<file path="config.mk">
export PLATFORM = sky130hd
export DESIGN_NAME = support_logic
export DESIGN_NICKNAME = d
export VERILOG_FILES = /design/src/sl_core_pkg.sv /design/src/sl_bus_pkg.sv /design/src/obi_phase_monitor.sv /design/src/req_attribute_fifo.sv /design/src/debug_req_tracker.sv /design/src/exception_trigger_unit.sv /design/src/trap_event_monitor.sv /design/src/support_logic.sv
export SDC_FILE = /design/constraint.sdc
export NUM_CORES = 1
export LEC_CHECK = 0
export ABC_AREA = 0
export BUFFER_PORTS_ARGS = -buffer_cell sky130_fd_sc_hd__buf_2
export CAP_MARGIN = 20
export CORE_MARGIN = 5
export CORE_UTILIZATION = 51
export DETAILED_ROUTE_END_ITERATION = 10
export MAX_ROUTING_LAYER = met4
export PLACE_DENSITY_LB_ADDON = 0.15
export SYNTH_ARGS = -nofsm -noshare
export SYNTH_HDL_FRONTEND = slang
export SYNTH_SLANG_ARGS = --single-unit
</file>
<file path="constraint.sdc">
create_clock -name in_support_if -period 2.2 [get_ports in_support_if]
set_input_delay 0.22 -clock in_support_if [delete_from_list [all_inputs] [get_ports in_support_if]]
set_output_delay 0.22 -clock in_support_if [all_outputs]
set_load 0.01 [all_outputs]
</file>
<file path="src/sl_core_pkg.sv">
// -------------------------------------------------------------------------
// core-side record types seen by the support logic
// retire_t follows RVFI naming; one record per cycle, valid marks a retirement
// -------------------------------------------------------------------------
package sl_core_pkg;

  // -------------------------------------------------------------------------
  // program counter source, as driven by the controller FSM
  // -------------------------------------------------------------------------
  typedef enum logic [2:0] {
    PC_BOOT     = 3'd0,
    PC_JUMP     = 3'd1,
    PC_BRANCH   = 3'd2,
    PC_TRAP_EXC = 3'd3,
    PC_TRAP_DBE = 3'd4,
    PC_DRET     = 3'd5,
    PC_OTHER    = 3'd6
  } pc_mux_e;

  // retirement record, 24 bits
  typedef struct packed {
    // retire strobe
    logic        valid;
    logic        dbg_mode;
    // instruction was a dret
    logic        is_dret;
    logic        trap;
    logic        exception;
    logic [4:0]  exc_cause;
    // privilege of the retiring instruction
    logic        is_mmode;
    logic        is_umode;
    // retirement is the first one of an interrupt handler
    logic        intr;
    logic [10:0] intr_cause;
  } retire_t;

  // controller outputs of interest
  typedef struct packed {
    logic    pc_set;
    pc_mux_e pc_mux;
  } ctrl_t;

  // trigger CSR write port, writes the selected tdata1/tdata2 pair at once
  typedef struct packed {
    logic        wr;
    logic [2:0]  tsel;
    logic [31:0] tdata1;
    logic [31:0] tdata2;
  } trig_wr_t;

  // -------------------------------------------------------------------------
  // trigger field positions in tdata1
  // -------------------------------------------------------------------------
  localparam int TRIG_TYPE_LSB      = 28;
  localparam int TRIG_TYPE_MSB      = 31;
  // etrigger type encoding
  localparam int TRIG_TYPE_ETRIGGER = 5;
  // mode enables of an etrigger
  localparam int TRIG_ET_M_BIT      = 9;
  localparam int TRIG_ET_U_BIT      = 6;

  localparam logic [31:0] TDATA1_RESET = 32'hF800_0000;

  // size of the trigger storage, implemented count may be lower
  localparam int MAX_TRIGGERS = 5;

endpackage

</file>
<file path="src/sl_bus_pkg.sv">
// -------------------------------------------------------------------------
// OBI sample and phase status types; count field width is fixed here
// modules that fill obi_phase_t must use a CNT_W equal to sl_bus_pkg::CNT_W
// -------------------------------------------------------------------------
package sl_bus_pkg;

  // width of the accepted-address count in the status struct
  localparam int CNT_W = 8;

  // -------------------------------------------------------------------------
  // one cycle of OBI handshake signals
  // -------------------------------------------------------------------------
  typedef struct packed {
    // address phase request
    logic req;
    // address phase grant
    logic gnt;
    // response phase valid
    logic rvalid;
  } obi_bus_t;

  // -------------------------------------------------------------------------
  // derived phase status of one bus
  // -------------------------------------------------------------------------
  typedef struct packed {
    // request is held over from an ungranted cycle
    logic             addr_ph_cont;
    // at least one response is still owed
    logic             resp_ph_cont;
    // accepted address phases since reset, saturating
    logic [CNT_W-1:0] addr_cnt;
  } obi_phase_t;

endpackage

</file>
<file path="src/obi_phase_monitor.sv">
// -------------------------------------------------------------------------
// phase tracker for one OBI bus; assumes in-order, legal handshakes
// CNT_W must match sl_bus_pkg::CNT_W, the outstanding count never underflows
// -------------------------------------------------------------------------
module obi_phase_monitor #(
  parameter int CNT_W = 8
) (
  input  logic                   in_support_if,
  input  logic                   rst_n_i,
  input  sl_bus_pkg::obi_bus_t   bus_i,
  output sl_bus_pkg::obi_phase_t phase_o
);

  // address phase accepted this cycle
  logic             addr_acc;
  // req was high without gnt last cycle
  logic             wait_q;
  // requests accepted but not yet answered
  logic [CNT_W-1:0] outst_q;
  logic [CNT_W-1:0] addr_cnt_q;

  assign addr_acc = bus_i.req && bus_i.gnt;

  // -------------------------------------------------------------------------
  // status outputs
  // -------------------------------------------------------------------------
  // continuation only while the request is still held
  assign phase_o.addr_ph_cont = bus_i.req && wait_q;
  // based on state before this cycle's gnt and rvalid
  assign phase_o.resp_ph_cont = (outst_q != '0);
  assign phase_o.addr_cnt     = addr_cnt_q;

  always_ff @(posedge in_support_if) begin
    if (!rst_n_i) begin
      wait_q     <= 1'b0;
      outst_q    <= '0;
      addr_cnt_q <= '0;
    end else begin
      wait_q <= bus_i.req && !bus_i.gnt;

      // grant and response in one cycle cancel out
      if (addr_acc && !bus_i.rvalid) begin
        outst_q <= outst_q + 1'b1;
      end else if (!addr_acc && bus_i.rvalid) begin
        outst_q <= outst_q - 1'b1;
      end

      // saturate at all ones
      if (addr_acc && (addr_cnt_q != '1)) begin
        addr_cnt_q <= addr_cnt_q + 1'b1;
      end
    end
  end

endmodule

</file>
<file path="src/req_attribute_fifo.sv">
// -------------------------------------------------------------------------
// no overflow check, outstanding requests must stay at or below DEPTH
// a response may not arrive in the same cycle as its own grant
// -------------------------------------------------------------------------
module req_attribute_fifo #(
  parameter int DEPTH = 2
) (
  input  logic                 in_support_if,
  input  logic                 rst_n_i,
  input  sl_bus_pkg::obi_bus_t bus_i,
  input  logic                 attr_i,
  output logic                 resp_attr_o
);

  localparam int PTR_W = (DEPTH > 1) ? $clog2(DEPTH) : 1;

  // one attribute bit per outstanding request
  logic [DEPTH-1:0] attr_mem;
  logic [PTR_W-1:0] wr_ptr_q;
  logic [PTR_W-1:0] rd_ptr_q;
  logic             push;
  logic             pop;

  // -------------------------------------------------------------------------
  // circular pointer step, wraps at DEPTH
  // -------------------------------------------------------------------------
  function automatic logic [PTR_W-1:0] ptr_inc(input logic [PTR_W-1:0] ptr);
    if (ptr == PTR_W'(DEPTH - 1)) begin
      return '0;
    end
    return ptr + 1'b1;
  endfunction

  // push on accepted address, pop on response
  assign push = bus_i.req && bus_i.gnt;
  assign pop  = bus_i.rvalid;

  // head bit belongs to the response now arriving
  assign resp_attr_o = pop ? attr_mem[rd_ptr_q] : 1'b0;

  // pointers
  always_ff @(posedge in_support_if) begin
    if (!rst_n_i) begin
      wr_ptr_q <= '0;
      rd_ptr_q <= '0;
    end else begin
      if (push) begin
        wr_ptr_q <= ptr_inc(wr_ptr_q);
      end
      if (pop) begin
        rd_ptr_q <= ptr_inc(rd_ptr_q);
      end
    end
  end

  // storage, only read through a valid head pointer
  always_ff @(posedge in_support_if) begin
    if (push) begin
      attr_mem[wr_ptr_q] <= attr_i;
    end
  end

endmodule

</file>
<file path="src/debug_req_tracker.sv">
// -------------------------------------------------------------------------
// debug entry, debug request hold and start-up detection
// only untrapped dret retirements count as leaving debug mode
// -------------------------------------------------------------------------
module debug_req_tracker (
  input  logic                 in_support_if,
  input  logic                 rst_n_i,
  input  sl_core_pkg::retire_t retire_i,
  input  logic                 debug_req_i,
  input  logic                 fetch_enable_i,
  output logic                 first_debug_ins_o,
  output logic                 recorded_dbg_req_o,
  output logic                 first_fetch_o
);

  // previous retirement left the core in debug mode
  logic       in_dbg_q;
  // retirements still to pass before the request record drops
  logic [1:0] req_cnt_q;
  logic       rec_req_q;
  // fetch_enable has been seen high
  logic       fetch_seen_q;

  // -------------------------------------------------------------------------
  // debug entry
  // -------------------------------------------------------------------------
  assign first_debug_ins_o = retire_i.valid && retire_i.dbg_mode && !in_dbg_q;

  always_ff @(posedge in_support_if) begin
    if (!rst_n_i) begin
      in_dbg_q <= 1'b0;
    end else if (retire_i.valid) begin
      // an untrapped dret ends the debug session
      in_dbg_q <= retire_i.dbg_mode && !(retire_i.is_dret && !retire_i.trap);
    end
  end

  // -------------------------------------------------------------------------
  // debug request record
  // -------------------------------------------------------------------------
  assign recorded_dbg_req_o = rec_req_q;

  always_ff @(posedge in_support_if) begin
    if (!rst_n_i) begin
      rec_req_q <= 1'b0;
      req_cnt_q <= 2'd0;
    end else if (retire_i.valid) begin
      // request on a retirement, hold for one more
      if (debug_req_i) begin
        rec_req_q <= 1'b1;
        req_cnt_q <= 2'd1;
      end else if (req_cnt_q != 2'd0) begin
        req_cnt_q <= req_cnt_q - 2'd1;
      end else begin
        rec_req_q <= 1'b0;
      end
    end else if (debug_req_i) begin
      // between retirements, hold for two more
      rec_req_q <= 1'b1;
      req_cnt_q <= 2'd2;
    end
  end

  // core start-up
  assign first_fetch_o = fetch_enable_i && !fetch_seen_q;

  always_ff @(posedge in_support_if) begin
    if (!rst_n_i) begin
      fetch_seen_q <= 1'b0;
    end else if (fetch_enable_i) begin
      fetch_seen_q <= 1'b1;
    end
  end

endmodule

</file>
<file path="src/exception_trigger_unit.sv">
// -------------------------------------------------------------------------
// writes with tsel beyond MAX_TRIGGERS are dropped
// triggers at or above NUM_TRIGGERS are stored but never hit
// -------------------------------------------------------------------------
module exception_trigger_unit #(
  parameter int NUM_TRIGGERS = 4
) (
  input  logic                  in_support_if,
  input  logic                  rst_n_i,
  input  sl_core_pkg::retire_t  retire_i,
  input  sl_core_pkg::trig_wr_t trig_wr_i,
  output logic                  etrig_hit_o
);

  localparam int MAX_T = sl_core_pkg::MAX_TRIGGERS;
  localparam int TY_MSB = sl_core_pkg::TRIG_TYPE_MSB;
  localparam int TY_LSB = sl_core_pkg::TRIG_TYPE_LSB;

  logic [MAX_T-1:0][31:0]  tdata1_q;
  logic [MAX_T-1:0][31:0]  tdata2_q;
  // per trigger match, implemented triggers only
  logic [NUM_TRIGGERS-1:0] hit;
  logic                    wr_en;

  // -------------------------------------------------------------------------
  // trigger storage
  // -------------------------------------------------------------------------
  assign wr_en = trig_wr_i.wr && (int'(trig_wr_i.tsel) < MAX_T);

  always_ff @(posedge in_support_if) begin
    if (!rst_n_i) begin
      tdata1_q <= {MAX_T{sl_core_pkg::TDATA1_RESET}};
      tdata2_q <= '0;
    end else if (wr_en) begin
      // pair is written together, visible from the next cycle
      tdata1_q[trig_wr_i.tsel] <= trig_wr_i.tdata1;
      tdata2_q[trig_wr_i.tsel] <= trig_wr_i.tdata2;
    end
  end

  // -------------------------------------------------------------------------
  // hit detection
  // -------------------------------------------------------------------------
  for (genvar t = 0; t < NUM_TRIGGERS; t++) begin : g_trig
    logic type_ok;
    logic cause_ok;
    logic mode_ok;

    // type must be etrigger
    assign type_ok = (int'(tdata1_q[t][TY_MSB:TY_LSB]) == sl_core_pkg::TRIG_TYPE_ETRIGGER);
    // tdata2 holds one enable bit per exception cause
    assign cause_ok = tdata2_q[t][retire_i.exc_cause];
    // privilege of the retirement selects the mode enable
    assign mode_ok =
      (retire_i.is_mmode && tdata1_q[t][sl_core_pkg::TRIG_ET_M_BIT]) ||
      (retire_i.is_umode && tdata1_q[t][sl_core_pkg::TRIG_ET_U_BIT]);

    assign hit[t] = type_ok && cause_ok && mode_ok;
  end

  // only retirements with an exception can hit
  assign etrig_hit_o = retire_i.valid && retire_i.exception && (|hit);

endmodule

</file>
<file path="src/trap_event_monitor.sv">
// -------------------------------------------------------------------------
// request-after-trap flag and saturating interrupt counters
// the exception window stays open until the next retirement
// -------------------------------------------------------------------------
module trap_event_monitor #(
  parameter int CNT_W = 8
) (
  input  logic                 in_support_if,
  input  logic                 rst_n_i,
  input  sl_core_pkg::retire_t retire_i,
  input  sl_core_pkg::ctrl_t   ctrl_i,
  input  sl_bus_pkg::obi_bus_t data_bus_i,
  input  logic                 irq_ack_i,
  output logic                 req_after_exception_o,
  output logic [CNT_W-1:0]     cnt_irq_ack_o,
  output logic [CNT_W-1:0]     cnt_rvfi_irqs_o
);

  logic trap_set;
  // window from trap pc_set to the next retirement
  logic exc_win_q;
  // data bus grant of the previous cycle
  logic gnt_q;
  logic req_after_q;
  logic count_irq;
  logic [CNT_W-1:0] cnt_ack_q;
  logic [CNT_W-1:0] cnt_irqs_q;

  // -------------------------------------------------------------------------
  // request after exception
  // -------------------------------------------------------------------------
  assign trap_set = ctrl_i.pc_set &&
                    ((ctrl_i.pc_mux == sl_core_pkg::PC_TRAP_EXC) ||
                     (ctrl_i.pc_mux == sl_core_pkg::PC_TRAP_DBE));

  assign req_after_exception_o = req_after_q;

  always_ff @(posedge in_support_if) begin
    if (!rst_n_i) begin
      exc_win_q   <= 1'b0;
      gnt_q       <= 1'b0;
      req_after_q <= 1'b0;
    end else begin
      gnt_q <= data_bus_i.gnt;
      if (trap_set) begin
        // trap cycle itself can already carry a request
        exc_win_q <= 1'b1;
        if (data_bus_i.req && gnt_q) begin
          req_after_q <= 1'b1;
        end
      end else if (retire_i.valid) begin
        exc_win_q   <= 1'b0;
        req_after_q <= 1'b0;
      end else if (exc_win_q && data_bus_i.req && gnt_q) begin
        req_after_q <= 1'b1;
      end
    end
  end

  // -------------------------------------------------------------------------
  // interrupt counters
  // -------------------------------------------------------------------------
  // causes 1024 to 1027 are not real interrupts
  assign count_irq = retire_i.valid && retire_i.intr &&
                     !(retire_i.intr_cause inside {[11'd1024:11'd1027]});

  assign cnt_irq_ack_o   = cnt_ack_q;
  assign cnt_rvfi_irqs_o = cnt_irqs_q;

  always_ff @(posedge in_support_if) begin
    if (!rst_n_i) begin
      cnt_ack_q  <= '0;
      cnt_irqs_q <= '0;
    end else begin
      // both stop at all ones
      if (irq_ack_i && (cnt_ack_q != '1)) begin
        cnt_ack_q <= cnt_ack_q + 1'b1;
      end
      if (count_irq && (cnt_irqs_q != '1)) begin
        cnt_irqs_q <= cnt_irqs_q + 1'b1;
      end
    end
  end

endmodule

</file>
<file path="src/support_logic.sv">
// -------------------------------------------------------------------------
// support logic top; inputs are sampled every cycle, no back-pressure
// CNT_W must equal sl_bus_pkg::CNT_W, NUM_TRIGGERS at most MAX_TRIGGERS
// -------------------------------------------------------------------------
module support_logic #(
  parameter int CNT_W        = 8,
  parameter int FIFO_DEPTH   = 2,
  parameter int NUM_TRIGGERS = 4
) (
  input  logic                   in_support_if,
  input  logic                   rst_n_i,
  input  sl_core_pkg::retire_t   retire_i,
  input  sl_core_pkg::ctrl_t     ctrl_i,
  input  sl_core_pkg::trig_wr_t  trig_wr_i,
  input  sl_bus_pkg::obi_bus_t   instr_bus_i,
  input  sl_bus_pkg::obi_bus_t   data_bus_i,
  input  logic                   data_req_is_store_i,
  input  logic                   instr_req_integrity_i,
  input  logic                   debug_req_i,
  input  logic                   fetch_enable_i,
  input  logic                   irq_ack_i,
  output sl_bus_pkg::obi_phase_t instr_phase_o,
  output sl_bus_pkg::obi_phase_t data_phase_o,
  output logic                   data_resp_was_store_o,
  output logic                   instr_resp_had_integrity_o,
  output logic                   first_debug_ins_o,
  output logic                   recorded_dbg_req_o,
  output logic                   first_fetch_o,
  output logic                   etrig_hit_o,
  output logic                   req_after_exception_o,
  output logic [CNT_W-1:0]       cnt_irq_ack_o,
  output logic [CNT_W-1:0]       cnt_rvfi_irqs_o
);

  // -------------------------------------------------------------------------
  // bus phase monitors
  // -------------------------------------------------------------------------
  obi_phase_monitor #(.CNT_W(CNT_W)) u_instr_phase (
    .in_support_if (in_support_if),
    .rst_n_i       (rst_n_i),
    .bus_i         (instr_bus_i),
    .phase_o       (instr_phase_o)
  );

  obi_phase_monitor #(.CNT_W(CNT_W)) u_data_phase (
    .in_support_if (in_support_if),
    .rst_n_i       (rst_n_i),
    .bus_i         (data_bus_i),
    .phase_o       (data_phase_o)
  );

  // -------------------------------------------------------------------------
  // request attributes carried to their responses
  // -------------------------------------------------------------------------
  // store flag on the data bus
  req_attribute_fifo #(.DEPTH(FIFO_DEPTH)) u_data_store (
    .in_support_if (in_support_if),
    .rst_n_i       (rst_n_i),
    .bus_i         (data_bus_i),
    .attr_i        (data_req_is_store_i),
    .resp_attr_o   (data_resp_was_store_o)
  );

  // integrity flag on the instruction bus
  req_attribute_fifo #(.DEPTH(FIFO_DEPTH)) u_instr_integrity (
    .in_support_if (in_support_if),
    .rst_n_i       (rst_n_i),
    .bus_i         (instr_bus_i),
    .attr_i        (instr_req_integrity_i),
    .resp_attr_o   (instr_resp_had_integrity_o)
  );

  // -------------------------------------------------------------------------
  // retirement side trackers
  // -------------------------------------------------------------------------
  debug_req_tracker u_debug (
    .in_support_if      (in_support_if),
    .rst_n_i            (rst_n_i),
    .retire_i           (retire_i),
    .debug_req_i        (debug_req_i),
    .fetch_enable_i     (fetch_enable_i),
    .first_debug_ins_o  (first_debug_ins_o),
    .recorded_dbg_req_o (recorded_dbg_req_o),
    .first_fetch_o      (first_fetch_o)
  );

  exception_trigger_unit #(.NUM_TRIGGERS(NUM_TRIGGERS)) u_etrig (
    .in_support_if (in_support_if),
    .rst_n_i       (rst_n_i),
    .retire_i      (retire_i),
    .trig_wr_i     (trig_wr_i),
    .etrig_hit_o   (etrig_hit_o)
  );

  // also watches the data bus for requests after a trap
  trap_event_monitor #(.CNT_W(CNT_W)) u_trap (
    .in_support_if         (in_support_if),
    .rst_n_i               (rst_n_i),
    .retire_i              (retire_i),
    .ctrl_i                (ctrl_i),
    .data_bus_i            (data_bus_i),
    .irq_ack_i             (irq_ack_i),
    .req_after_exception_o (req_after_exception_o),
    .cnt_irq_ack_o         (cnt_irq_ack_o),
    .cnt_rvfi_irqs_o       (cnt_rvfi_irqs_o)
  );

endmodule

</file>
# Word-level counts from Yosys, hierarchy flattened
# Cells that the tools add are included.
[word_totals] regBits=386 in_bits=109 output_inout_bits=43 elab_cells=207
[op_classes] add_sub_neg=13 order_cmp=12 eq_ne=12 muxes=62 reduce_logical=77
[ops] op="160-bit bitwise mux" n=2
[ops] op="32-bit demux with 3-bit select" n=1
[ops] op="8-bit by 1-bit adder with 8-bit output (second input constant)" n=6
[ops] op="1-bit logical AND" n=48
[ops] op="1-bit two-way mux" n=42
[ops] op="32-bit two-way mux" n=1
[ops] op="8-bit two-way mux" n=4
[ops] op="8-bit != test (second input constant)" n=4
[ops] op="1-bit binary-select mux with 5-bit select" n=4
[ops] op="4-bit equality test (second input constant)" n=4
[ops] op="8-bit nonzero test" n=2
[ops] op="8-bit by 1-bit subtractor with 8-bit output (second input constant)" n=2
[ops] op="2-bit nonzero test" n=6
[ops] op="11-bit greater-or-equal comparator (second input constant)" n=1
[ops] op="11-bit less-or-equal comparator (second input constant)" n=1
[ops] op="1-bit logical NOT" n=11
[ops] op="1-bit by 2-bit less-than comparator with 1-bit output (second input constant)" n=4
[ops] op="2-bit two-way mux" n=4
[ops] op="5-bit by 6-bit less-than comparator with 1-bit output (second input constant)" n=1
[ops] op="2-bit AND reduction" n=3
[ops] op="1-bit logical OR" n=5
[ops] op="1-bit adder (second input constant)" n=4
[ops] op="2-bit bitwise mux" n=2
[ops] op="3-bit by 4-bit less-than comparator with 1-bit output (second input constant)" n=1
[ops] op="10 further kinds" n=13

# Depth between registers and ports, before layout
# Gate-level depths: netlist of run 1.
[logic_depth] depth_word=6 mapped_depth=11 ltp_nobuf=11

# Hierarchy
# A second synthesis of run 1 with hierarchy kept.
[hier_totals] hier_cells=1166 area_unflattened_um2=10276.1
[by_module_without_submodules] mod="exception_trigger_unit" n_inst=1 cells_each=778 area_per_inst_um2=6800.3 seq_area_each_um2=3042.9
[by_module_without_submodules] mod="obi_phase_monitor" n_inst=2 cells_each=112 area_per_inst_um2=970.9 seq_area_each_um2=340.3
[by_module_without_submodules] mod="trap_event_monitor" n_inst=1 cells_each=107 area_per_inst_um2=957.2 seq_area_each_um2=380.4
[by_module_without_submodules] mod="req_attribute_fifo" n_inst=2 cells_each=14 area_per_inst_um2=165.2 seq_area_each_um2=100.1
[by_module_without_submodules] mod="debug_req_tracker" n_inst=1 cells_each=29 area_per_inst_um2=246.5 seq_area_each_um2=100.1

# Least setup slack after synthesis of run 1
# No wires, ideal clock.
[synth_timing] path_type="in2reg" startpoint="input data_bus_i[1] (netlist name)" endpoint="register u_data_phase.outst_q[7]" setup_time_ns=0.070 arrival_time_ns=2.108 t_required_ns=2.130 setup_slack_ns=0.022 cell_stages=11 n_path_buf=0 path_cell_list="nand2_1 inv_1 ha_1 inv_1 ha_1 a21oi_1 o211ai_1 o41ai_1 xnor2_1 or3_1 a21oi_1"
[synth_via] elab_chain_cells=4 elab_cells_between_ends=6 cone_classes="mux: 1; reduce/logical: 5"
[synth_lines] item="from (decl)" line="support_logic.sv:16" text="input sl_bus_pkg::obi_bus_t data_bus_i,"
[synth_lines] item="1-bit logical AND (*)" line="obi_phase_monitor.sv:22" text="assign addr_acc = bus_i.req && bus_i.gnt;"
[synth_lines] item="via u_data_phase.addr_acc" line="obi_phase_monitor.sv:15" text="logic addr_acc;"
[synth_lines] item="1-bit logical NOT" line="obi_phase_monitor.sv:44" text="end else if (!addr_acc && bus_i.rvalid) begin"
[synth_lines] item="1-bit logical AND" line="obi_phase_monitor.sv:44"
[synth_lines] item="2-bit nonzero test (no line)"
[synth_lines] item="to (signal assigned)" line="obi_phase_monitor.sv:43" text="outst_q <= outst_q + 1'b1;"
[synth_lines] item="to (signal assigned)" line="obi_phase_monitor.sv:45" text="outst_q <= outst_q - 1'b1;"
[synth_lines] item="to (decl)" line="obi_phase_monitor.sv:19" text="logic [CNT_W-1:0] outst_q;"
# Mark *: on every way through the listed nets, which the timed path passes. The rest lies on a longest branch.
# A chain may end at the register's enable or synchronous reset.

# Worst setup path in the final report of run 1
[layout_timing] startpoint="register u_etrig.tdata2_q[114] (netlist name)" endpoint="output etrig_hit_o"
[layout_via] elab_chain_cells=6
[layout_lines] item="from (decl)" line="exception_trigger_unit.sv:20" text="logic [MAX_T-1:0][31:0] tdata2_q;"
[layout_lines] item="from (signal, indexed assignment)" line="exception_trigger_unit.sv:37" text="tdata2_q[trig_wr_i.tsel] <= trig_wr_i.tdata2;"
[layout_lines] item="1-bit binary-select mux with 5-bit select" line="exception_trigger_unit.sv:52" text="assign cause_ok = tdata2_q[t][retire_i.exc_cause];"
[layout_lines] item="1-bit two-way mux (implied by the code)" line="exception_trigger_unit.sv:52"
[layout_lines] item="1-bit logical AND (2 in a row)" line="exception_trigger_unit.sv:58" text="assign hit[t] = type_ok && cause_ok && mode_ok;"
[layout_lines] item="4-bit OR reduction" line="exception_trigger_unit.sv:62" text="assign etrig_hit_o = retire_i.valid && retire_i.exception && (|hit);"
[layout_lines] item="1-bit logical AND" line="exception_trigger_unit.sv:62"
[layout_lines] item="to (decl)" line="support_logic.sv:29" text="output logic etrig_hit_o,"
# No other way between the ends. The select of a mux whose other input is x is not followed.

==> summary.txt, run 1 <==
Core area - 18710 sq um
Seq pwr share - 44.4%
Largest net degree at the start of global routing - 63
WL per Instance - 15.27 um
Setup TNS - -0.4440 ns
Headroom to the max-slew limit - 59.72%
Antenna Nets Post-Route - 0
RSZ-0062 raised after global routing - true
Syn Area/Cell - 8.325 sq um
Hold endpoint - u_debug.in_dbg_q
Status - finished, violations left
H-tree depth - 1
Setup Buffers After CTS - 0
Pint - 7.152 mW
Leakage - 4.758 nW
Final WL - 24.20 mm
Grt peak-use layer - met2
Startpoint types - register
Max VDD drop - 0.5701 mV
Commonest non-fill, non-tap cell in the layout - nand2_1
Post-route cell area - 11960 sq um
Post-synth EDFFs - 4
Worst Hold Path Cells - 3
Met1 GRT Util - 31.03%
Achievable frequency - 0.3782 GHz
CTS tree - yes
Worst-Skew Late Latency - 0.51 ns
Final setup viols - 1
Failing checks - setup timing
Critical path type - register to primary output
Hold Path Class - primary input to register
Vias in the first global route - 8212
Clock Skew - 0.005967 ns
Met2 usage - 35.93%
Site Rows - 50
Synth Instances - 1165
Initial antenna violation count - 1
Layout cells sized above 1 - 17.85%
Routed vias - 8541
Total track usage - 22.50%
Register area - 4407 sq um
Multi-input gate area - 4918 sq um
Nets - 1464
DR DRC count - 0
Final non-filler cell total - 1585
IO Pins - 152
Min Clock Period, post-route - 2.644 ns
Worst flop-to-flop path startpoint - u_instr_phase.outst_q[1]
DP Worst Slack - -0.2207 ns
Mapped cell area - 9698 sq um
Post-DP HPWL - 15.84 mm
Post-synthesis register bit count - 218
Crit path required time - 1.98 ns
Sequential fraction of the synthesis area - 45.41%
Grt total ovfl - 0
Reg2Reg Depth - 7
Initial drt markers - 504
Async set-reset flop share out of synthesis - 0%
Die area - 21870 sq um
CTS Buf Count - 24
Final WS setup - -0.4440 ns
Fin util - 63.96%
Clock Path Buffers - 3
First-pass GRT wire length - 40.17 mm
Via-to-Cell Ratio - 5.389
Switching share of total power - 25.53%
Port Buffers - 123
Min Hold Slack - 0.02038 ns
Area growth syn-to-layout - 23.36%
Unique cell type count in the Yosys netlist - 53
Overall power - 9.603 mW
Pwr dens - 802.7 nW/um^2
Slew @ Worst Pin - 0.6002 ns
Die Y - 147.9 um
Placed inst area - 10720 sq um
Ys flop type - dfxtp_1
Clk root buf - clkbuf_16
Met3 usage - 2.575%
Number of warnings issued by yosys - 0
Worst reg2reg setup slack - 0.22 ns
Final hold vios - 0
Post-Syn Nets - 1295
Sink Count - 218
Most frequent cells in the layout - nand2_1 (345), dfxtp_1 (212), a21oi_1 (162)
Logic pwr share - 14.9%
Clock power frac - 40.6%
Reg-to-Reg End - u_instr_phase.outst_q[7]
HP Start - retire_i[20]
Initial Util - 51.85%
P_sw - 2.451 mW
Max-slew violations - 0
CP arrival - 2.42 ns
Clock-pin slew on the worst setup and hold paths - 0.06 ns
Die X - 147.9 um
Endpoint type of the worst setup path - primary output
Fillcell total - 1654
Placed insts - 1495
Final GP Congestion - 0.8142
Critical path peak fanout - 2
Final Cycle Share - 120.2%
Router iterations before antenna repair - 5
Max-cap violations - 0
layout make-up:
| type | count | share of cell area (%) |
|---|---|---|
| multi-input cells | 857 | 41.11 |
| flip-flops and latches | 218 | 36.83 |
| repair buffers | 214 | 12.47 |
| clock buffers | 37 | 6.275 |
| well taps | 234 | 2.447 |
| inverters | 19 | 0.6379 |
| clock inverters | 5 | 0.2092 |
| diodes | 1 | 0.02092 |
metal layers:
layer | up-vias | part of all wire (%)
li1 | 4298 | -
met1 | 4026 | 48
met2 | 179 | 46
met3 | 38 | 4.5
met4 | 0 | 1.5
met5 | - | 0
worst max-delay path, stage by stage, from the launching register on:
cell and delay [ns]:
dfxtp_2 0.32, mux4_2 0.47, mux4_2 0.52, nand2_1 0.10, o21ai_1 0.07, nand4_1 0.09, nand4_1 0.15, buf_2 0.18
cell usage after synthesis (all sizes together), types with 17 or more instances:
library cell	n	area [sq um]
dfxtp	214	4284
clkbuf	56	210.2
inv	19	71.31
nand3	40	200.2
xnor2	17	148.9
o21ai	17	85.08
nor2	69	259.0
mux4	27	615.6
mux2i	25	250.2
a21oi	162	810.8
nand2	345	1295
xor2	18	157.7
ha	19	237.7
power groups by stage:
stage	clock network [mW]	logic, mW	registers (mW)
detailed placement	0	1.37	4.35
floorplan	0	0.948	4.32
finish	3.90	1.43	4.27
global route	4.17	1.60	4.29
global placement	0	1.34	4.35
CTS	3.99	1.43	4.27
how the worst max path moves through the flow:
| stage | start | to | slack (ns) | cells after the start |
|---|---|---|---|---|
| 2_1_floorplan | data_bus_i[1] | u_data_phase.outst_q[7] | 0.02 | 11 |
| 3_5_place_dp | instr_bus_i[2] | u_instr_phase.outst_q[7] | -0.22 | 12 |
| 5_1_grt | u_etrig.tdata2_q[125] | etrig_hit_o | -0.48 | 7 |
| 6_report | u_etrig.tdata2_q[114] | etrig_hit_o | -0.44 | 7 |
| 3_3_place_gp | retire_i[14] | etrig_hit_o | -0.18 | 9 |
| 4_1_cts | u_etrig.tdata2_q[114] | etrig_hit_o | -0.44 | 7 |
state kept, by name, indices dropped and copies added, names as in the netlist, 2 cells and up:
| signal | count |
|---|---|
| u_data_phase.addr_cnt_q | 8 |
| u_etrig.tdata2_q | 128 |
| u_trap.cnt_rvfi_irqs_o | 8 |
| u_etrig.tdata1_q | 24 |
| u_data_phase.outst_q | 8 |
| u_debug.req_cnt_q | 2 |
| u_data_store.attr_mem | 2 |
| u_instr_phase.outst_q | 8 |
| u_instr_phase.addr_cnt_q | 8 |
| u_instr_integrity.attr_mem | 2 |
| u_trap.cnt_irq_ack_o | 8 |
kinds of logic (layout without fill, tap and decap cells):
group / after synthesis / after routing / share of synthesized area (%)
AND/OR/NAND/NOR: 533 / 533 / 23.34
flip-flops: 218 / 218 / 45.41
AO/OA/AOI/OAI: 211 / 211 / 11.87
buffers and inverters: 90 / 275 / 3.845
multiplexers: 57 / 57 / 9.508
XOR/XNOR: 35 / 35 / 3.161
adder cells (fa/ha/maj): 21 / 21 / 2.864
other: 0 / 1 / 0
what timing repair did:
action / CTS / global route
hold buffers: 47 / 0
pin swaps: 3 / 0
setup endpoints to repair: 1 / 1
resized for setup: 4 / 0
hold endpoints to repair: 156 / 0
Power figures use the tool's default switching activity.
==> inputs of run 2 (changes only) <==
--- a/config.mk
+++ b/config.mk
@@ -9,10 +9,11 @@
 export BUFFER_PORTS_ARGS = -buffer_cell sky130_fd_sc_hd__buf_2
 export CAP_MARGIN = 20
 export CORE_MARGIN = 5
-export CORE_UTILIZATION = 51
+export CORE_UTILIZATION = 61
 export DETAILED_ROUTE_END_ITERATION = 10
 export MAX_ROUTING_LAYER = met4
 export PLACE_DENSITY_LB_ADDON = 0.15
+export RECOVER_POWER = 50
 export SYNTH_ARGS = -nofsm -noshare
 export SYNTH_HDL_FRONTEND = slang
 export SYNTH_SLANG_ARGS = --single-unit
==> constraint.sdc (replaced) <==
create_clock -name in_support_if -period 3.3 [get_ports in_support_if]
set_input_delay 0.33 -clock in_support_if [delete_from_list [all_inputs] [get_ports in_support_if]]
set_output_delay 0.33 -clock in_support_if [all_outputs]
set_load 0.01 [all_outputs]
==> summary.txt, run 2 (synthesis gave the netlist of run 1 again) <==
Met3 WL - 1.355 mm (+24%)
Final setup viols - 0 (-1)
Top flop regs - u_etrig.tdata2_q x128, u_etrig.tdata1_q x24
Clock Path Buffers - 3 (unchanged)
H-tree depth - 1 (unchanged)
Failing checks - capacitance limit, slew limit
WL met2 - 10.52 mm (-6.0%)
Grt total ovfl - 0 (unchanged)
Worst-Skew Late Latency - 0.50 ns (about the same)
Die X - 136.1 um (-8.0%)
Worst Hold Path Cells - 2 (-1)
Clk root buf - clkbuf_16
Critical path type - primary input to primary output
Overall power - 6.261 mW (-35%)
Max-slew violations - 95 (+95)
Final GP Congestion - 0.8861 (+8.8%)
Post-DP HPWL - 15.10 mm (-4.7%)
CTS resizes - 0 (-4)
M1 WL - 10.38 mm (-10%)
Final WS setup - 0.5579 ns (+1.002 ns)
Area growth syn-to-layout - 15.43%
CP arrival - 2.41 ns (about the same)
Die Y - 136.1 um (-8.0%)
Critical path peak fanout - 13 (+11)
Antenna Nets Post-Route - 0 (unchanged)
Reg2Reg Depth - 7 (unchanged)
Top Layer Used - met4
IO Pins - 152 (unchanged)
CTS tree - yes
Site Rows - 46 (-8.0%)
Crit path required time - 2.97 ns (+0.99 ns)
First-pass GRT wire length - 37.87 mm (-5.7%)
Max-cap violations - 2 (+2)
Router iterations before antenna repair - 5 (unchanged)
Pwr dens - 559.3 nW/um^2 (-30%)
Clock-pin slew on the worst setup and hold paths - 0.06 ns (about the same)
WL per Instance - 15.21 um (-0.39%)
Status - finished, violations left
Worst reg2reg setup slack - 1.20 ns (+0.98 ns)
Hold endpoint - u_data_phase.wait_q
Initial antenna violation count - 2 (+1)
Achievable frequency - 0.3647 GHz
Port Buffers - 123 (unchanged)
CTS Buf Count - 23 (-4.2%)
DR DRC count - 0 (unchanged)
Final Cycle Share - 83.10%
Layout cells sized above 1 - 15.64% (-2.2 points)
Final WL - 22.66 mm (-6.4%)
Initial Util - 61.72% (+9.9 points)
Most frequent cells in the layout - nand2_1 (345), dfxtp_1 (214), a21oi_1 (162)
Via-to-Cell Ratio - 5.597 (+3.9%)
Die area - 18520 sq um (-15%)
Initial drt markers - 552 (+9.5%)
HP Start - data_bus_i[1]
Sink Count - 218 (unchanged)
Worst flop-to-flop path startpoint - u_data_phase.outst_q[1]
Max VDD drop - 0.4851 mV (-15%)
Total track usage - 25.38% (+2.9 points)
Final hold vios - 0 (unchanged)
Fillcell total - 1263 (-24%)
Commonest non-fill, non-tap cell in the layout - nand2_1
Setup TNS - 0 ns (+0.4440 ns)
Headroom to the max-slew limit - -9.530% (-69 points)
RSZ-0062 raised after global routing - false
Largest net degree at the start of global routing - 95 (+51%)
Largest Register - u_etrig.tdata2_q
Post-CTS Hold Fix Bufs - 1 (-98%)
Startpoint types - primary input
Endpoint type of the worst setup path - primary output
Reg-to-Reg End - u_data_phase.outst_q[7]
Min Clock Period, post-route - 2.742 ns
Max FFs per register - 128 (unchanged)
Vias in the first global route - 7830 (-4.7%)
Hold Path Class - primary input to register
Slew @ Worst Pin - 1.643 ns (+1.043 ns)
Setup Buffers After CTS - 0 (unchanged)
Core area - 15710 sq um (-16%)
Nets - 1387 (-5.3%)
Leakage - 4.391 nW (-7.7%)
DP Worst Slack - 0.5221 ns (+0.7428 ns)
Routed vias - 8339 (-2.4%)
Clock Skew - 0.004830 ns (-0.001137 ns)
[run 2: changes by cell type in the layout (fill, tap and decap cells not counted), moves of 2 or more]
cell	delta
mux4_1	+2
dfxtp_1	+2
buf_2	-5
clkbuf_1	+6
clkbuf_8	-3
clkinv_2	+2
buf_12	-4
dlygate4sd3_1	-46
buf_4	-29
mux4_2	-2
dfxtp_2	-2
bufinv_16	+2
clkbuf_16	-2
[run 2: per-layer routing]
layer	vias up	GRT usage, %
li1	4156	-
met1	3911	34.80
met2	239	40.45
met3	33	3.627
met4	0	5.431
met5	-	-
[run 2: worst max path at each step]
stage | endpoint | slack, ns | start | depth (start not counted)
after floorplan | u_data_phase.outst_q[7] | 1.01 | data_bus_i[1] | 11
final | etrig_hit_o | 0.56 | retire_i[14] | 8
after global routing | u_etrig.tdata2_q[73] | 0.30 | rst_n_i | 4
after global placement | etrig_hit_o | 0.54 | retire_i[14] | 8
after CTS | etrig_hit_o | 0.53 | retire_i[14] | 8
after detailed placement | u_data_phase.outst_q[7] | 0.52 | data_bus_i[2] | 12
[run 2: layout make-up]
type / instances / area, sq um / area share (%)
Antenna cell: 2 / 5.005 / 0.04471
Sequential cell: 218 / 4404 / 39.34
Multi-Input combinational cell: 857 / 4926 / 44.00
Inverter: 19 / 76.32 / 0.6818
Timing Repair Buffer: 138 / 762.0 / 6.807
Clock buffer: 31 / 655.6 / 5.857
Tap cell: 216 / 270.3 / 2.414
Clock inverter: 9 / 95.09 / 0.8494
[run 2: stage by stage]
stage	util (%)	std cells	hold slack, ns	area, sq um
6_report	71.25	1490	0.02929	11190
5_1_grt	71.25	1490	0.04740	11190
4_1_cts	71.38	1488	0.005484	11220
3_5_place_dp	66.54	1447	0.4431	10460
3_3_place_gp	66.36	1446	0.4389	10430
2_1_floorplan	-	1165	0.4015	9698
[run 2: critical path, stage by stage]
cell     delay, ns
buf_2         0.38
mux4_1        0.60
mux4_2        0.52
nand2_1       0.10
o21ai_1       0.06
nand4_1       0.09
nand4_1       0.15
buf_2         0.18
[run 2: where the power goes]
| group | internal (mW) | leakage [nW] | switching (mW) |
|---|---|---|---|
| registers | 2.76 | 1.77 | 0.0862 |
| clock network | 1.54 | 0.379 | 1.02 |
| logic | 0.378 | 2.24 | 0.481 |
| total | 4.68 | 4.39 | 1.58 |
==> inputs of run 3 (changes only) <==
--- a/config.mk
+++ b/config.mk
@@ -9,7 +9,7 @@
 export BUFFER_PORTS_ARGS = -buffer_cell sky130_fd_sc_hd__buf_2
 export CAP_MARGIN = 20
 export CORE_MARGIN = 5
-export CORE_UTILIZATION = 61
+export CORE_UTILIZATION = 57
 export DETAILED_ROUTE_END_ITERATION = 10
 export MAX_ROUTING_LAYER = met4
 export PLACE_DENSITY_LB_ADDON = 0.15
==> constraint.sdc (replaced) <==
create_clock -name in_support_if -period 2.6 [get_ports in_support_if]
set_input_delay 0.26 -clock in_support_if [delete_from_list [all_inputs] [get_ports in_support_if]]
set_output_delay 0.26 -clock in_support_if [all_outputs]
set_load 0.01 [all_outputs]
==> summary.txt, run 3 (synthesis gave the netlist of run 1 again) <==
Status - finished, violations left
Failing checks - capacitance limit, slew limit, setup timing
First-pass GRT wire length - 38.29 mm (+1.1%)
DP Worst Slack - 0.08375 ns (-0.4383 ns)
Die X - 140.4 um (+3.2%)
WL per Instance - 15.45 um (+1.6%)
Worst-Skew Late Latency - 0.50 ns (about the same)
Min Clock Period, post-route - 2.646 ns
Initial Util - 58.27% (-3.4 points)
Pint - 5.741 mW (+23%)
Clock Skew - 0.005740 ns (+0.0009103 ns)
Top Layer Used - met4
Overall power - 7.727 mW (+23%)
Slew @ Worst Pin - 1.980 ns (+0.3371 ns)
Critical path type - register to primary output
Nets - 1399 (+0.87%)
Vias in the first global route - 7831 (+0.013%)
Initial antenna violation count - 0 (-2)
Achievable frequency - 0.3780 GHz
Seq pwr share - 46.7% (+1.3 points)
Endpoint type of the worst setup path - primary output
Initial drt markers - 646 (+17%)
Crit path required time - 2.34 ns (-0.63 ns)
H-tree depth - 1 (unchanged)
P_sw - 1.986 mW (+25%)
Top flop regs - u_etrig.tdata2_q x128, u_etrig.tdata1_q x24
Port Buffers - 123 (unchanged)
Max-slew violations - 117 (+23%)
M1 WL - 10.72 mm (+3.3%)
RSZ-0062 raised after global routing - true
IO Pins - 152 (unchanged)
Die Y - 140.4 um (+3.2%)
Most frequent cells in the layout - nand2_1 (345), dfxtp_1 (213), a21oi_1 (161)
Max VDD drop - 0.4733 mV (-2.4%)
Startpoint types - register
Final setup viols - 1 (+1)
Met3 WL - 1.263 mm (-6.8%)
Worst reg2reg setup slack - 0.66 ns (-0.54 ns)
Leakage - 4.398 nW (+0.16%)
Post-DP HPWL - 15.30 mm (+1.3%)
Core area - 16640 sq um (+5.9%)
Max FFs per register - 128 (unchanged)
Largest Register - u_etrig.tdata2_q
Router iterations before antenna repair - 5 (unchanged)
Site Rows - 47 (+2.2%)
Worst Hold Path Cells - 3 (+1)
Sink Count - 218 (unchanged)
CTS tree - yes
CTS Buf Count - 23 (unchanged)
Switching share of total power - 25.70% (+0.41 points)
Max-cap violations - 3 (+1)
Setup Buffers After CTS - 0 (unchanged)
DR DRC count - 0 (unchanged)
Clock-pin slew on the worst setup and hold paths - 0.06 ns (about the same)
Area growth syn-to-layout - 15.95%
Commonest non-fill, non-tap cell in the layout - nand2_1
Final GP Congestion - 0.8917 (+0.63%)
Largest net degree at the start of global routing - 80 (-16%)
Final WS setup - -0.04567 ns (-0.6035 ns)
Ant diodes - 0 (-2)
Clk root buf - clkbuf_16
Min Hold Slack - 0.01766 ns (-0.01163 ns)
Critical path peak fanout - 2 (-11)
Hold endpoint - u_instr_integrity.rd_ptr_q
Final WL - 23.20 mm (+2.4%)
CP arrival - 2.39 ns (-0.02 ns)
Setup TNS - -0.04567 ns (-0.04567 ns)
Layout cells sized above 1 - 16.08% (+0.44 points)
Antenna Nets Post-Route - 0 (unchanged)
Via-to-Cell Ratio - 5.553 (-0.78%)
Headroom to the max-slew limit - -32.01% (-22 points)
WL met2 - 10.81 mm (+2.7%)
Pwr dens - 687.1 nW/um^2 (+23%)
Grt total ovfl - 0 (unchanged)
Total track usage - 23.50% (-1.9 points)
Hold Path Class - primary input to register
Routed vias - 8335 (-0.048%)
Final hold vios - 0 (unchanged)
Clock power frac - 38.6% (-2.3 points)
Final Cycle Share - 101.8%
HP Start - instr_bus_i[0]
Logic pwr share - 14.7% (+1.0 points)
Worst flop-to-flop path startpoint - u_trap.cnt_irq_ack_o[0]
Die area - 19720 sq um (+6.5%)
Reg2Reg Depth - 7 (unchanged)
Clock Path Buffers - 3 (unchanged)
Reg-to-Reg End - u_trap.cnt_irq_ack_o[7]
run 3: cell count changes in the layout (fill, tap and decap cells not counted), sizes merged:
cell / change
buf: +6
bufinv: -2
clkbuf: +5
clkinv: -5
diode: -2
dlygate4sd3: +5
run 3: power by group through the flow:
stage | combinational [mW] | clock (mW) | sequential (mW)
final | 1.14 | 2.98 | 3.61
after floorplan | 0.802 | 0 | 3.66
after CTS | 1.11 | 3.04 | 3.61
after detailed placement | 1.10 | 0 | 3.68
after global routing | 1.28 | 3.18 | 3.62
after global placement | 1.07 | 0 | 3.67
run 3: worst max-delay path by stage:
stage,from,end,slack (ns),cells after the start
after floorplan,data_bus_i[1],u_data_phase.outst_q[7],0.38,11
after global placement,retire_i[14],etrig_hit_o,0.12,8
after detailed placement,data_bus_i[1],u_data_phase.outst_q[7],0.08,12
after CTS,u_etrig.tdata2_q[127],etrig_hit_o,-0.06,7
after global routing,u_etrig.tdata2_q[127],etrig_hit_o,-0.13,7
final,u_etrig.tdata2_q[127],etrig_hit_o,-0.05,7
run 3: repair_timing:
item,in CTS,in global routing
endpoints found under the setup margin,1,3
gates resized for setup,1,7
pin swaps,2,1
hold endpoints to repair,7,0
hold buffers,6,0
run 3: area by class of cell:
type	instances	area, sq um
Clock buffer	35	660.6
Inverter	19	76.32
Fill cell	1383	5398
Multi-Input combinational cell	857	4937
Clock inverter	2	10.01
Sequential cell	218	4405
Timing Repair Buffer	150	879.6
Tap cell	220	275.3
run 3: per-layer routing:
metal  GRT usage (%)  vias to the layer above
met2           37.10                      208
met4           4.437                        0
li1                -                     4167
met3           3.715                       37
met1           32.49                     3923
met5               -                        -
run 3: critical path, stage by stage (launching register included):
cell     delay (ns)
dfxtp_2        0.32
mux4_2         0.47
mux4_2         0.53
nand2_1        0.09
o21ai_1        0.06
nand4_1        0.08
nand4_1        0.16
buf_2          0.18
run 3: stage by stage:
step	std cells	util (%)	instance area [sq um]
detailed placement	1458	63.20	10520
CTS	1501	67.57	11240
finish	1501	67.57	11240
floorplan	1165	-	9698
global route	1501	67.57	11240
global placement	1458	63.20	10520
